<file path="src/rtl/fetch_macros.svh">
// --------------------
// fetch stage sizing
// widths and depths shared by the fetch RTL
// --------------------

`ifndef FETCH_MACROS_SVH
`define FETCH_MACROS_SVH

// --------------------
// datapath
// --------------------

// address and instruction word width
`define FETCH_ADDR_W 32

// --------------------
// buffering
// --------------------

// fetched words held in the prefetch queue
`define FETCH_QUEUE_DEPTH 4

// granted but unanswered bus requests
`define FETCH_MAX_OUTSTANDING 2

`endif

</file>
<file path="src/rtl/fetch_pkg.sv">
// --------------------
// fetch package
// mux selects for next-PC and trap vectoring,
// plus the queued instruction record
// --------------------

`include "fetch_macros.svh"

package fetch_pkg;

  // next-PC source, driven by the controller
  typedef enum logic [3:0] {
    PC_BOOT      = 4'b0000,
    PC_FENCEI    = 4'b0001,
    PC_JUMP      = 4'b0010,  // target resolved in ID
    PC_BRANCH    = 4'b0011,  // target resolved in EX
    PC_EXCEPTION = 4'b0100,
    PC_MRET      = 4'b0101,
    PC_DRET      = 4'b0111
  } pc_mux_e;

  // exception target select
  typedef enum logic [2:0] {
    EXC_PC_EXCEPTION = 3'b000,
    EXC_PC_IRQ       = 3'b001,  // vectored
    EXC_PC_DBD       = 3'b010,  // debug halt
    EXC_PC_DBE       = 3'b011   // debug exception
  } exc_pc_mux_e;

  // trap base select
  typedef enum logic [1:0] {
    TRAP_MACHINE = 2'b00,
    TRAP_USER    = 2'b01
  } trap_mux_e;

  // one queued instruction with the address it came from
  typedef struct packed {
    logic [`FETCH_ADDR_W-1:0] addr;
    logic [`FETCH_ADDR_W-1:0] data;
  } fetch_word_t;

endpackage

</file>
<file path="src/rtl/fetch_fifo.sv">
// --------------------
// fetch fifo
// small circular queue, payload type set per instance
// flush drops all entries in one cycle
// --------------------

module fetch_fifo #(
  parameter type         payload_t = logic [31:0],
  parameter int unsigned DEPTH     = 4
) (
  input  logic                         clk,
  input  logic                         rst_n,
  input  logic                         flush_i,   // wins over push and pop
  input  logic                         push_i,
  input  payload_t                     data_i,
  input  logic                         pop_i,
  output payload_t                     data_o,    // head entry, valid when not empty
  output logic                         empty_o,
  output logic                         full_o,
  output logic [$clog2(DEPTH+1)-1:0]   count_o
);

  localparam int unsigned PTR_W = (DEPTH > 1) ? $clog2(DEPTH) : 1;
  localparam int unsigned CNT_W = $clog2(DEPTH + 1);

  payload_t          mem_q [DEPTH];
  logic [PTR_W-1:0]  rd_ptr_q;
  logic [PTR_W-1:0]  wr_ptr_q;
  logic [CNT_W-1:0]  cnt_q;
  logic              do_push;
  logic              do_pop;

  // wrap at DEPTH, so non power of two depths work too
  function automatic logic [PTR_W-1:0] ptr_inc(input logic [PTR_W-1:0] ptr);
    if (ptr == PTR_W'(DEPTH - 1)) begin
      return '0;
    end
    return ptr + 1'b1;
  endfunction

  assign empty_o = (cnt_q == '0);
  assign full_o  = (cnt_q == CNT_W'(DEPTH));
  assign count_o = cnt_q;
  assign data_o  = mem_q[rd_ptr_q];

  assign do_pop  = pop_i & ~empty_o;
  assign do_push = push_i & (~full_o | do_pop);  // full + pop frees a slot this cycle

  // --------------------
  // pointers and fill level
  // --------------------

  always_ff @(posedge clk, negedge rst_n) begin
    if (!rst_n) begin
      rd_ptr_q <= '0;
      wr_ptr_q <= '0;
      cnt_q    <= '0;
    end else if (flush_i) begin
      rd_ptr_q <= '0;
      wr_ptr_q <= '0;
      cnt_q    <= '0;
    end else begin
      if (do_pop)  rd_ptr_q <= ptr_inc(rd_ptr_q);
      if (do_push) wr_ptr_q <= ptr_inc(wr_ptr_q);
      unique case ({do_push, do_pop})
        2'b10:   cnt_q <= cnt_q + 1'b1;
        2'b01:   cnt_q <= cnt_q - 1'b1;
        default: cnt_q <= cnt_q;  // both or neither
      endcase
    end
  end

  // storage
  always_ff @(posedge clk) begin
    if (do_push && !flush_i) begin
      mem_q[wr_ptr_q] <= data_i;
    end
  end

endmodule

</file>
<file path="src/rtl/pc_select.sv">
// --------------------
// pc select
// picks the redirect target for the fetch unit:
// boot, jumps, trap vectors, returns, debug and fence.i
// also flags the boot redirect so the CSR file can init mtvec
// --------------------

`include "fetch_macros.svh"

module pc_select (
  input  fetch_pkg::pc_mux_e          pc_mux_i,
  input  fetch_pkg::exc_pc_mux_e      exc_pc_mux_i,
  input  fetch_pkg::trap_mux_e        trap_addr_mux_i,

  input  logic [23:0]                 m_trap_base_addr_i,  // mtvec[31:8]
  input  logic [23:0]                 u_trap_base_addr_i,
  input  logic [4:0]                  m_exc_vec_i,         // irq id
  input  logic [4:0]                  u_exc_vec_i,

  input  logic [`FETCH_ADDR_W-1:0]    boot_addr_i,
  input  logic [`FETCH_ADDR_W-1:0]    dm_halt_addr_i,
  input  logic [`FETCH_ADDR_W-1:0]    dm_exception_addr_i,
  input  logic [`FETCH_ADDR_W-1:0]    jump_target_id_i,
  input  logic [`FETCH_ADDR_W-1:0]    jump_target_ex_i,
  input  logic [`FETCH_ADDR_W-1:0]    mepc_i,
  input  logic [`FETCH_ADDR_W-1:0]    depc_i,
  input  logic [`FETCH_ADDR_W-1:0]    pc_id_i,             // instr currently in ID

  input  logic                        pc_set_i,

  output logic [`FETCH_ADDR_W-1:0]    branch_addr_o,
  output logic                        csr_mtvec_init_o
);

  logic [23:0]               trap_base;
  logic [4:0]                exc_vec;
  logic [`FETCH_ADDR_W-1:0]  exc_pc;
  logic [`FETCH_ADDR_W-1:0]  next_pc;

  // --------------------
  // trap vectoring
  // --------------------

  always_comb begin
    // base and vector come from the same privilege level
    unique case (trap_addr_mux_i)
      fetch_pkg::TRAP_USER: begin
        trap_base = u_trap_base_addr_i;
        exc_vec   = u_exc_vec_i;
      end
      default: begin
        trap_base = m_trap_base_addr_i;
        exc_vec   = m_exc_vec_i;
      end
    endcase

    unique case (exc_pc_mux_i)
      fetch_pkg::EXC_PC_IRQ: exc_pc = {trap_base, 1'b0, exc_vec, 2'b00};  // base + 4*id
      fetch_pkg::EXC_PC_DBD: exc_pc = {dm_halt_addr_i[31:2], 2'b00};
      fetch_pkg::EXC_PC_DBE: exc_pc = {dm_exception_addr_i[31:2], 2'b00};
      default:               exc_pc = {trap_base, 8'h00};  // all sync exceptions share base
    endcase
  end

  // --------------------
  // next pc
  // --------------------

  always_comb begin
    unique case (pc_mux_i)
      fetch_pkg::PC_JUMP:      next_pc = jump_target_id_i;
      fetch_pkg::PC_BRANCH:    next_pc = jump_target_ex_i;
      fetch_pkg::PC_EXCEPTION: next_pc = exc_pc;
      fetch_pkg::PC_MRET:      next_pc = mepc_i;   // back from handler
      fetch_pkg::PC_DRET:      next_pc = depc_i;   // leave debug mode
      fetch_pkg::PC_FENCEI:    next_pc = pc_id_i + 32'd4;  // refetch after fence.i
      default:                 next_pc = boot_addr_i;
    endcase
  end

  // only 32-bit instructions, so targets are always word aligned
  assign branch_addr_o = {next_pc[31:2], 2'b00};

  // mtvec takes its reset value on the boot redirect
  assign csr_mtvec_init_o = pc_set_i & (pc_mux_i == fetch_pkg::PC_BOOT);

endmodule

</file>
<file path="src/rtl/prefetch_buffer.sv">
// --------------------
// prefetch buffer
// issues sequential word fetches on the instruction bus,
// tracks addresses in flight and queues the returned words
// responses older than a redirect are dropped
// --------------------

`include "fetch_macros.svh"

module prefetch_buffer (
  input  logic                        clk,
  input  logic                        rst_n,

  input  logic                        req_i,          // fetch enable
  input  logic                        branch_i,       // redirect pulse
  input  logic [`FETCH_ADDR_W-1:0]    branch_addr_i,

  input  logic                        fetch_pop_i,    // head consumed by IF/ID
  output logic                        fetch_valid_o,
  output fetch_pkg::fetch_word_t      fetch_word_o,

  // instruction memory bus
  output logic                        instr_req_o,
  output logic [`FETCH_ADDR_W-1:0]    instr_addr_o,
  input  logic                        instr_gnt_i,
  input  logic                        instr_rvalid_i,
  input  logic [`FETCH_ADDR_W-1:0]    instr_rdata_i,

  output logic                        busy_o
);

  localparam int unsigned MAX_OUT  = `FETCH_MAX_OUTSTANDING;
  localparam int unsigned Q_DEPTH  = `FETCH_QUEUE_DEPTH;
  localparam int unsigned AQ_CNT_W = $clog2(MAX_OUT + 1);
  localparam int unsigned WQ_CNT_W = $clog2(Q_DEPTH + 1);
  localparam int unsigned SUM_W    = WQ_CNT_W + 1;  // room for in flight + queued

  logic                          active_q;      // set by first redirect after reset
  logic                          req_hold_q;    // request up, not yet granted
  logic [`FETCH_ADDR_W-1:0]      fetch_addr_q;
  logic [AQ_CNT_W-1:0]           stale_q;       // in flight but belong to an old path
  logic [AQ_CNT_W-1:0]           stale_d;
  logic [AQ_CNT_W-1:0]           addr_cnt;
  logic [WQ_CNT_W-1:0]           word_cnt;
  logic [SUM_W-1:0]              in_flight;
  logic                          space_ok;
  logic                          gnt_fire;
  logic                          resp_live;
  logic                          word_empty;
  logic [`FETCH_ADDR_W-1:0]      resp_addr;
  fetch_pkg::fetch_word_t        resp_word;

  // --------------------
  // request side
  // --------------------

  assign in_flight = SUM_W'(addr_cnt) + SUM_W'(stale_q);

  // every in-flight word must already have a queue slot waiting for it
  assign space_ok = (in_flight < SUM_W'(MAX_OUT)) &&
                    ((in_flight + SUM_W'(word_cnt)) < SUM_W'(Q_DEPTH));

  // once raised the request holds until granted, a redirect withdraws it
  assign instr_req_o  = active_q & ~branch_i & (req_hold_q | (req_i & space_ok));
  assign instr_addr_o = fetch_addr_q;
  assign gnt_fire     = instr_req_o & instr_gnt_i;

  always_ff @(posedge clk, negedge rst_n) begin
    if (!rst_n) begin
      active_q     <= 1'b0;
      req_hold_q   <= 1'b0;
      fetch_addr_q <= '0;
      stale_q      <= '0;
    end else begin
      stale_q <= stale_d;
      if (branch_i) begin
        active_q     <= 1'b1;
        req_hold_q   <= 1'b0;
        fetch_addr_q <= branch_addr_i;  // new path starts next cycle
      end else begin
        req_hold_q <= instr_req_o & ~instr_gnt_i;
        if (gnt_fire) fetch_addr_q <= fetch_addr_q + 32'd4;
      end
    end
  end

  // --------------------
  // response side
  // --------------------

  // a redirect turns everything still in flight into stale
  always_comb begin
    stale_d = stale_q;
    if (branch_i) begin
      stale_d = AQ_CNT_W'(in_flight - SUM_W'(instr_rvalid_i));
    end else if (instr_rvalid_i && (stale_q != '0)) begin
      stale_d = stale_q - 1'b1;  // drop one old response
    end
  end

  assign resp_live = instr_rvalid_i & (stale_q == '0) & ~branch_i;
  assign resp_word = '{addr: resp_addr, data: instr_rdata_i};

  // addresses of live requests, in grant order
  fetch_fifo #(
    .payload_t (logic [`FETCH_ADDR_W-1:0]),
    .DEPTH     (MAX_OUT)
  ) addr_fifo0 (
    .clk     (clk),
    .rst_n   (rst_n),
    .flush_i (branch_i),
    .push_i  (gnt_fire),
    .data_i  (fetch_addr_q),
    .pop_i   (instr_rvalid_i & (stale_q == '0)),
    .data_o  (resp_addr),
    .empty_o (),
    .full_o  (),
    .count_o (addr_cnt)
  );

  // fetched words waiting for decode
  fetch_fifo #(
    .payload_t (fetch_pkg::fetch_word_t),
    .DEPTH     (Q_DEPTH)
  ) word_fifo0 (
    .clk     (clk),
    .rst_n   (rst_n),
    .flush_i (branch_i),
    .push_i  (resp_live),
    .data_i  (resp_word),
    .pop_i   (fetch_pop_i),
    .data_o  (fetch_word_o),
    .empty_o (word_empty),
    .full_o  (),
    .count_o (word_cnt)
  );

  assign fetch_valid_o = ~word_empty;
  assign busy_o        = (in_flight != '0);

endmodule

</file>
<file path="src/rtl/if_id_reg.sv">
// --------------------
// IF/ID register
// holds one instruction and its pc for decode
// inserts a bubble when decode is ready but nothing is queued
// --------------------

`include "fetch_macros.svh"

module if_id_reg (
  input  logic                        clk,
  input  logic                        rst_n,

  input  logic                        fetch_valid_i,  // queue not empty
  input  fetch_pkg::fetch_word_t      fetch_word_i,
  output logic                        fetch_pop_o,

  input  logic                        id_ready_i,
  input  logic                        halt_if_i,
  input  logic                        clear_i,        // kill the instr in ID
  input  logic                        pc_set_i,       // redirect, same effect

  output logic                        instr_valid_id_o,
  output logic [`FETCH_ADDR_W-1:0]    instr_rdata_id_o,
  output logic [`FETCH_ADDR_W-1:0]    pc_id_o
);

  logic advance;
  logic kill;

  assign advance = id_ready_i & ~halt_if_i;
  assign kill    = clear_i | pc_set_i;

  // take the head only when it really lands in the register
  assign fetch_pop_o = advance & fetch_valid_i & ~kill;

  // valid bit
  always_ff @(posedge clk, negedge rst_n) begin
    if (!rst_n) begin
      instr_valid_id_o <= 1'b0;
    end else if (kill) begin
      instr_valid_id_o <= 1'b0;
    end else if (advance) begin
      instr_valid_id_o <= fetch_valid_i;  // bubble when queue is empty
    end
  end

  // instruction and pc, follow the pop
  always_ff @(posedge clk) begin
    if (fetch_pop_o) begin
      instr_rdata_id_o <= fetch_word_i.data;
      pc_id_o          <= fetch_word_i.addr;
    end
  end

endmodule

</file>
<file path="src/rtl/fetch_stage.sv">
// --------------------
// fetch stage top
// pc select -> prefetch buffer -> IF/ID register
// --------------------

`include "fetch_macros.svh"

module fetch_stage (
  input  logic                        clk,
  input  logic                        rst_n,

  // redirect control
  input  fetch_pkg::pc_mux_e          pc_mux_i,
  input  fetch_pkg::exc_pc_mux_e      exc_pc_mux_i,
  input  fetch_pkg::trap_mux_e        trap_addr_mux_i,
  input  logic [23:0]                 m_trap_base_addr_i,
  input  logic [23:0]                 u_trap_base_addr_i,
  input  logic [4:0]                  m_exc_vec_i,
  input  logic [4:0]                  u_exc_vec_i,
  input  logic [`FETCH_ADDR_W-1:0]    boot_addr_i,
  input  logic [`FETCH_ADDR_W-1:0]    dm_halt_addr_i,
  input  logic [`FETCH_ADDR_W-1:0]    dm_exception_addr_i,
  input  logic [`FETCH_ADDR_W-1:0]    jump_target_id_i,
  input  logic [`FETCH_ADDR_W-1:0]    jump_target_ex_i,
  input  logic [`FETCH_ADDR_W-1:0]    mepc_i,
  input  logic [`FETCH_ADDR_W-1:0]    depc_i,
  input  logic                        req_i,
  input  logic                        pc_set_i,

  // instruction memory bus
  output logic                        instr_req_o,
  output logic [`FETCH_ADDR_W-1:0]    instr_addr_o,
  input  logic                        instr_gnt_i,
  input  logic                        instr_rvalid_i,
  input  logic [`FETCH_ADDR_W-1:0]    instr_rdata_i,

  // pipeline
  input  logic                        id_ready_i,
  input  logic                        halt_if_i,
  input  logic                        clear_instr_valid_i,
  output logic                        instr_valid_id_o,
  output logic [`FETCH_ADDR_W-1:0]    instr_rdata_id_o,
  output logic [`FETCH_ADDR_W-1:0]    pc_id_o,

  output logic                        csr_mtvec_init_o,
  output logic                        if_busy_o,
  output logic                        perf_imiss_o  // starved, not redirecting
);

  logic [`FETCH_ADDR_W-1:0]  branch_addr;
  logic                      fetch_valid;
  fetch_pkg::fetch_word_t    fetch_word;
  logic                      fetch_pop;

  pc_select pc_select0 (
    .pc_mux_i            (pc_mux_i),
    .exc_pc_mux_i        (exc_pc_mux_i),
    .trap_addr_mux_i     (trap_addr_mux_i),
    .m_trap_base_addr_i  (m_trap_base_addr_i),
    .u_trap_base_addr_i  (u_trap_base_addr_i),
    .m_exc_vec_i         (m_exc_vec_i),
    .u_exc_vec_i         (u_exc_vec_i),
    .boot_addr_i         (boot_addr_i),
    .dm_halt_addr_i      (dm_halt_addr_i),
    .dm_exception_addr_i (dm_exception_addr_i),
    .jump_target_id_i    (jump_target_id_i),
    .jump_target_ex_i    (jump_target_ex_i),
    .mepc_i              (mepc_i),
    .depc_i              (depc_i),
    .pc_id_i             (pc_id_o),      // fence.i restarts after ID instr
    .pc_set_i            (pc_set_i),
    .branch_addr_o       (branch_addr),
    .csr_mtvec_init_o    (csr_mtvec_init_o)
  );

  prefetch_buffer prefetch_buffer0 (
    .clk            (clk),
    .rst_n          (rst_n),
    .req_i          (req_i),
    .branch_i       (pc_set_i),
    .branch_addr_i  (branch_addr),
    .fetch_pop_i    (fetch_pop),
    .fetch_valid_o  (fetch_valid),
    .fetch_word_o   (fetch_word),
    .instr_req_o    (instr_req_o),
    .instr_addr_o   (instr_addr_o),
    .instr_gnt_i    (instr_gnt_i),
    .instr_rvalid_i (instr_rvalid_i),
    .instr_rdata_i  (instr_rdata_i),
    .busy_o         (if_busy_o)
  );

  if_id_reg if_id_reg0 (
    .clk              (clk),
    .rst_n            (rst_n),
    .fetch_valid_i    (fetch_valid),
    .fetch_word_i     (fetch_word),
    .fetch_pop_o      (fetch_pop),
    .id_ready_i       (id_ready_i),
    .halt_if_i        (halt_if_i),
    .clear_i          (clear_instr_valid_i),
    .pc_set_i         (pc_set_i),
    .instr_valid_id_o (instr_valid_id_o),
    .instr_rdata_id_o (instr_rdata_id_o),
    .pc_id_o          (pc_id_o)
  );

  assign perf_imiss_o = ~fetch_valid & ~pc_set_i;

endmodule

</file>
<file path="config.mk">
export PLATFORM = sky130hd
export DESIGN_NAME = fetch_stage
export DESIGN_NICKNAME = d
export VERILOG_FILES = /design/src/rtl/fetch_pkg.sv /design/src/rtl/fetch_fifo.sv /design/src/rtl/pc_select.sv /design/src/rtl/prefetch_buffer.sv /design/src/rtl/if_id_reg.sv /design/src/rtl/fetch_stage.sv
export VERILOG_INCLUDE_DIRS = /design/src /design/src/rtl
export SDC_FILE = /design/constraint.sdc
export NUM_CORES = 1
export LEC_CHECK = 0
export BUFFER_PORTS_ARGS = -buffer_cell sky130_fd_sc_hd__buf_2
export CAP_MARGIN = 0
export CORE_MARGIN = 1
export CORE_UTILIZATION = 54
export CTS_CLUSTER_DIAMETER = 40
export DETAILED_ROUTE_END_ITERATION = 16
export GPL_ROUTABILITY_DRIVEN = 0
export PLACE_DENSITY = 0.87
export SYNTH_ARGS = -nofsm -noshare
export SYNTH_HDL_FRONTEND = slang
export SYNTH_SLANG_ARGS = --single-unit
</file>
<file path="constraint.sdc">
create_clock -name clk -period 7 [get_ports clk]
set_input_delay 1.4 -clock clk [delete_from_list [all_inputs] [get_ports clk]]
set_output_delay 1.4 -clock clk [all_outputs]
set_load 0.01 [all_outputs]
</file>
# Yosys cells after proc, flatten, opt, wreduce, memory -nomap -nowiden
# Memories as Yosys holds them, arrays and structs flattened. A register that Yosys moved wholly into a read port is not among the register bits.
# Cells that the tools add are included.
# word_totals
out_inout_bits,101
regBits,48
mem_bits_rw,320
wordCells,142
n_memories,2
input_bits,332
# classes
muxes,47
reduce_logical,20
order_cmp,2
eq_ne,18
n_addsub,14
n_bitwise,28
# mem_list
name,words,width,read_ports,rd_clocked_by_memory_dff,write_ports,line_no,source
prefetch_buffer0.word_fifo0.mem_q,4,64,1,1,1,fetch_fifo.sv:26,payload_t mem_q [DEPTH];
prefetch_buffer0.addr_fifo0.mem_q,2,32,1,0,1,fetch_fifo.sv:26,
# ops
operator,count
one-hot mux 32 bit (6 select lines),1
one-hot mux 32 bit (3 select lines),1
"adder 32 x 3 -> 32 bit, second input constant",2
2-to-1 mux 32 bit,2
2-to-1 mux 1 bit,27
2-to-1 mux 24 bit,1
2-to-1 mux 2 bit,11
bitwise AND 1 bit,16
nonzero test 2 bit,8
"== test 4 x 3 -> 1 bit, second input constant",3
"== test 2 bit, second input constant",5
"== test 4 x 2 -> 1 bit, second input constant",2
NOT 1 bit,8
"adder 2 x 1 -> 2 bit, second input constant",3
"== test 2 x 1 -> 1 bit, second input constant",3
"== test 3 x 2 -> 1 bit, second input constant",2
one-hot mux 3 bit (2 select lines),1
nonzero test 3 bit,2
2-to-1 mux 5 bit,1
adder 3 x 3 -> 4 bit,1
"== test 4 x 1 -> 1 bit, second input constant",1
logical AND 1 bit,4
logical NOT 2 bit,2
logical NOT 4 bit,1
other kinds (16),21

# Longest topological paths before layout
# depth
depth_word,14
ltp_mapped,10

# Modules after synthesis
# A second synthesis with hierarchy kept.
# unflattened
cells_unflattened,1282
hier_area_um2,19561.3
# by_module_without_submodules
mod,area_per_inst_um2,cells_each,instances
fetch_fifo at prefetch_buffer0.word_fifo0,9811.9,400,1
pc_select,2861.5,439,1
fetch_fifo at prefetch_buffer0.addr_fifo0,2543.7,125,1
prefetch_buffer,2359.8,247,1
if_id_reg,1980.6,70,1
fetch_stage,3.8,1,1

# Least setup slack after synthesis
# Ideal clock, no wire load.
# synth_path
kind,input port to flip-flop
from,input port req_i
to,memory prefetch_buffer0.addr_fifo0.mem_q[1][10] (netlist name) (enable)
setup_ps,461
arrival_ps,4722
stages,6
setup_slack_ps,1817
path_cell_list,nor4b_1 > o2111a_1 > buf_2 > buf_2 > o21ai_0 > nor3b_1
# synth_via
elab_chain_cells,8
# synth_rtl
item,line_no,source
from (decl),fetch_stage.sv:27,"input logic req_i,"
bitwise AND 1 bit,prefetch_buffer.sv:64,assign instr_req_o = active_q & ~branch_i & (req_hold_q | (req_i & space_ok));
OR 1 bit,prefetch_buffer.sv:64,
bitwise AND 1 bit,prefetch_buffer.sv:64,
bitwise AND 1 bit,prefetch_buffer.sv:66,assign gnt_fire = instr_req_o & instr_gnt_i;
bitwise AND 1 bit,fetch_fifo.sv:47,assign do_push = push_i & (~full_o | do_pop);
logical AND 1 bit,fetch_fifo.sv:75,if (do_push && !flush_i) begin
2-to-1 mux 1 bit,fetch_fifo.sv:75,
2-to-1 mux 1 bit (implied by the code),fetch_fifo.sv:76,mem_q[wr_ptr_q] <= data_i;
to (decl),fetch_fifo.sv:26,
# Every way passes these cells.

# Worst setup path after layout
# layout_path
from,"register prefetch_buffer0.addr_fifo0.cnt_q[0], in the netlist prefetch_buffer0.addr_fifo0.count_o[0]"
to,output port instr_req_o
# layout_via
elab_chain_cells,7
word_cells_on_any_way,8
cone_classes,2 x add/sub; 2 x order compare; 3 x bitwise; 1 x reduce/logical
# layout_rtl
item,line_no,source
from (decl),fetch_fifo.sv:29,logic [CNT_W-1:0] cnt_q;
from (signal assigned),fetch_fifo.sv:66,2'b10: cnt_q <= cnt_q + 1'b1;
from (signal assigned),fetch_fifo.sv:67,2'b01: cnt_q <= cnt_q - 1'b1;
from (signal assigned),fetch_fifo.sv:68,default: cnt_q <= cnt_q;
adder 2 x 2 -> 3 bit (*),prefetch_buffer.sv:57,assign in_flight = SUM_W'(addr_cnt) + SUM_W'(stale_q);
adder 3 x 3 -> 4 bit,prefetch_buffer.sv:61,((in_flight + SUM_W'(word_cnt)) < SUM_W'(Q_DEPTH));
less-than comparator 4 x 3 -> 1 bit,prefetch_buffer.sv:61,
logical AND 1 bit (*),prefetch_buffer.sv:60,assign space_ok = (in_flight < SUM_W'(MAX_OUT)) &&
bitwise AND 1 bit (*),prefetch_buffer.sv:64,
OR 1 bit (*),prefetch_buffer.sv:64,
bitwise AND 1 bit (*),prefetch_buffer.sv:64,
to (decl),fetch_stage.sv:31,"output logic instr_req_o,"
# Every way passes the cells marked *; elsewhere a longest branch is shown, timed or not.

==> results.json <==
{
  "status": "completed",
  "drcViolationCount": 0,
  "clk_latency_ns": 0.55,
  "io_buffers": 414,
  "drt_pass1_iterations": 6,
  "die_w_um": 188,
  "ys.flop_type": "edfxtp_1",
  "num_rows": 67,
  "timing.max_slew.rel_slack_pct": 17.1,
  "met1Wirelength_um": 19500,
  "postCtsHoldBufs": 0,
  "top_layer": "met4",
  "yosysSeqAreaShare_pct": 65.5,
  "vias": 13300,
  "num-nets-final": 1963,
  "final_cell_mix": "buf_2, edfxtp_1, mux4_2",
  "cts.sinks": 416,
  "dr_wl_met2_um": 27600,
  "slew_violations": 0,
  "grt_pass1_vias": 13400,
  "setup_violations": 0,
  "regArea_um2": 12300,
  "clockBufferDepth": 3,
  "core_um2": 33800,
  "drive_gt1_share_pct": 38.2,
  "fin_crit_sh_pct": 63.7,
  "ir_drop_mv": 0.210,
  "synth_edf_count": 370,
  "cts_tree": "yes",
  "final_area_um2": 22800,
  "grt_pass1_wl_um": 81800,
  "synth_area_um2": 18700,
  "final_common_cell": "buf_2",
  "die_h_um": 188,
  "cts_resized": 0,
  "rsz0062_at_grt": "false",
  "numCtsBuffers": 49,
  "start_kind": "flip-flop",
  "ant_nets": 0,
  "fin_skew_ns": 0.0111,
  "ys_ff_latch": 416,
  "routed_wirelength_um": 56200,
  "multi_input_area_um2": 6100,
  "drt-initial-drc-count": 1263,
  "post-cts-setup-buffer-count": 0,
  "cp_max_fo": 8,
  "placed_cell_area_um2": 21200,
  "crit_arrival_ns": 3.06,
  "worst_pin_slew_ns": 1.24,
  "grt_max_degree": 55,
  "synth.distinct_cells": 76,
  "antenna_found_initial": 1,
  "cts.htree.levels": 2,
  "wl_per_cell_um": 26.7,
  "syn_inst": 1204,
  "nFillCells": 2303,
  "crit_type": "flip-flop to output pin",
  "critPathRequiredTime_ns": 5.60,
  "setup_ws_ns": 2.54,
  "wl_met3_um": 5550,
  "instances_no_fill": 2107,
  "cp-end-kind": "output pin",
  "pin_count": 433,
  "syn_area_per_cell_um2": 15.5,
  "powerDensity_nw_per_um2": 270,
  "finalHoldViolCount": 0,
  "grtUsageTotal_pct": 31.6,
  "initial_core_util_pct": 55.4,
  "gr-total-overflow": 0,
  "yosysWarnings": 0,
  "period_needed_ns": 4.46,
  "die_area_um2": 35400,
  "cap_violations": 0,
  "dpl.hpwl_um": 39000,
  "syn2layout_area_growth_pct": 22.1,
  "clk_pin_slew_ns": 0.05,
  "dp_worst_setup_slack_ns": 2.33,
  "finalSetupTns_ns": 0,
  "p_leak_nw": 8.45,
  "place_inst": 2014,
  "synthArstFlopShare_pct": 11.1,
  "hold_class": "flip-flop to flip-flop",
  "total_power_mw": 6.16,
  "max_freq_mhz": 224,
  "ctsRootBufferMaster": "clkbuf_16",
  "avgViaCountPerCell": 6.31
}
[sequential cells by signal (all words and copies together) (netlist names), 3 cells and up]
register	cells
if_id_reg0.instr_rdata_id_o	32
prefetch_buffer0.word_fifo0.mem_q	248
prefetch_buffer0.addr_fifo0.mem_q	60
if_id_reg0.pc_id_o	30
prefetch_buffer0.word_fifo0.count_o	3
prefetch_buffer0.instr_addr_o	30
[worst max-delay path, stage by stage, from the launching register on]
cell,delay (ns)
dfrtp_1,0.46
ha_1,0.24
fa_1,0.53
ha_1,0.22
nor4b_1,0.37
o211ai_1,0.23
nor3b_1,0.25
buf_2,0.20
[report_power, final]
group | total, mW | switching [mW] | internal, mW | leakage [nW]
Combinational | 0.660 | 0.385 | 0.274 | 3.76
Clock | 2.55 | 0.998 | 1.55 | 0.787
Sequential | 2.95 | 0.106 | 2.85 | 3.90
[final timing paths]
kind | startpoint | endpoint | slack, ns | cells past startpoint
worst max-delay path | prefetch_buffer0.addr_fifo0.count_o[0]$_DFFE_PN0P_ | instr_req_o | 2.54 | 7
worst min-delay path | if_id_reg0.instr_valid_id_o$_DFFE_PN0P_ | if_id_reg0.instr_valid_id_o$_DFFE_PN0P_ | 0.51 | 2
worst max register to register | prefetch_buffer0.addr_fifo0.count_o[0]$_DFFE_PN0P_ | prefetch_buffer0.addr_fifo0.mem_q[1][28]$_DFFE_PP_ | 2.75 | 8
worst min register to register | if_id_reg0.instr_valid_id_o$_DFFE_PN0P_ | if_id_reg0.instr_valid_id_o$_DFFE_PN0P_ | 0.51 | 2
max in group asynchronous | rst_n | prefetch_buffer0.word_fifo0.rd_ptr_q[0]$_DFFE_PN0P_ | 5.50 | 2
min in group asynchronous | rst_n | prefetch_buffer0.instr_addr_o[30]$_DFFE_PN0P_ | 0.95 | 2
[logic make-up after synthesis]
family / count (synthesis) / synth area share (%)
other cells: 1 / 0.0200
simple gates: 235 / 7.00
fa+ha+maj: 14 / 1.02
flops: 416 / 65.5
mux: 157 / 12.8
xor+xnor: 61 / 2.85
compound gates: 231 / 8.72
buf+inv: 89 / 2.09
[synth_stat cells, types with 20 or more instances]
cell      count  area share (%)
a211oi_1     44             1.8
a21oi_1      33            0.88
a22oi_1      22            0.88
buf_2        28            0.75
clkbuf_1     33            0.66
dfrtp_1      46             6.1
edfxtp_1    370              59
mux2_2       37             2.2
mux2i_1      58             3.1
mux4_2       62             7.5
nand2_1      52             1.0
nor2_1       35            0.70
nor2b_1      26            0.87
o21ai_0      40             1.1
o22ai_1      20            0.67
xnor2_1      29             1.4
xor2_1       32             1.5
[area by class of cell]
class,count,share of cell area [%]
sequential,416,53.7
clock buffer,66,5.88
tap,448,2.45
clock inverter,26,1.32
timing repair buffer,433,9.69
multi-input combinational,702,26.7
inverter,15,0.246
antenna,1,0.0110
[per-layer routing]
metal,vias to the layer above,track usage [%]
met3,210,8.42
met1,6509,37.1
met5,-,0
met2,904,52.2
li1,5662,-
met4,0,19.0
[through the flow]
step | util [%] | hold slack (ns)
6_report | 67.6 | 0.515
5_1_grt | 67.6 | 0.527
4_1_cts | 67.6 | 0.512
3_5_place_dp | 62.8 | 0.496
3_3_place_gp | 62.8 | 0.493
2_1_floorplan | - | 0.466
Power figures use the tool's default switching activity.
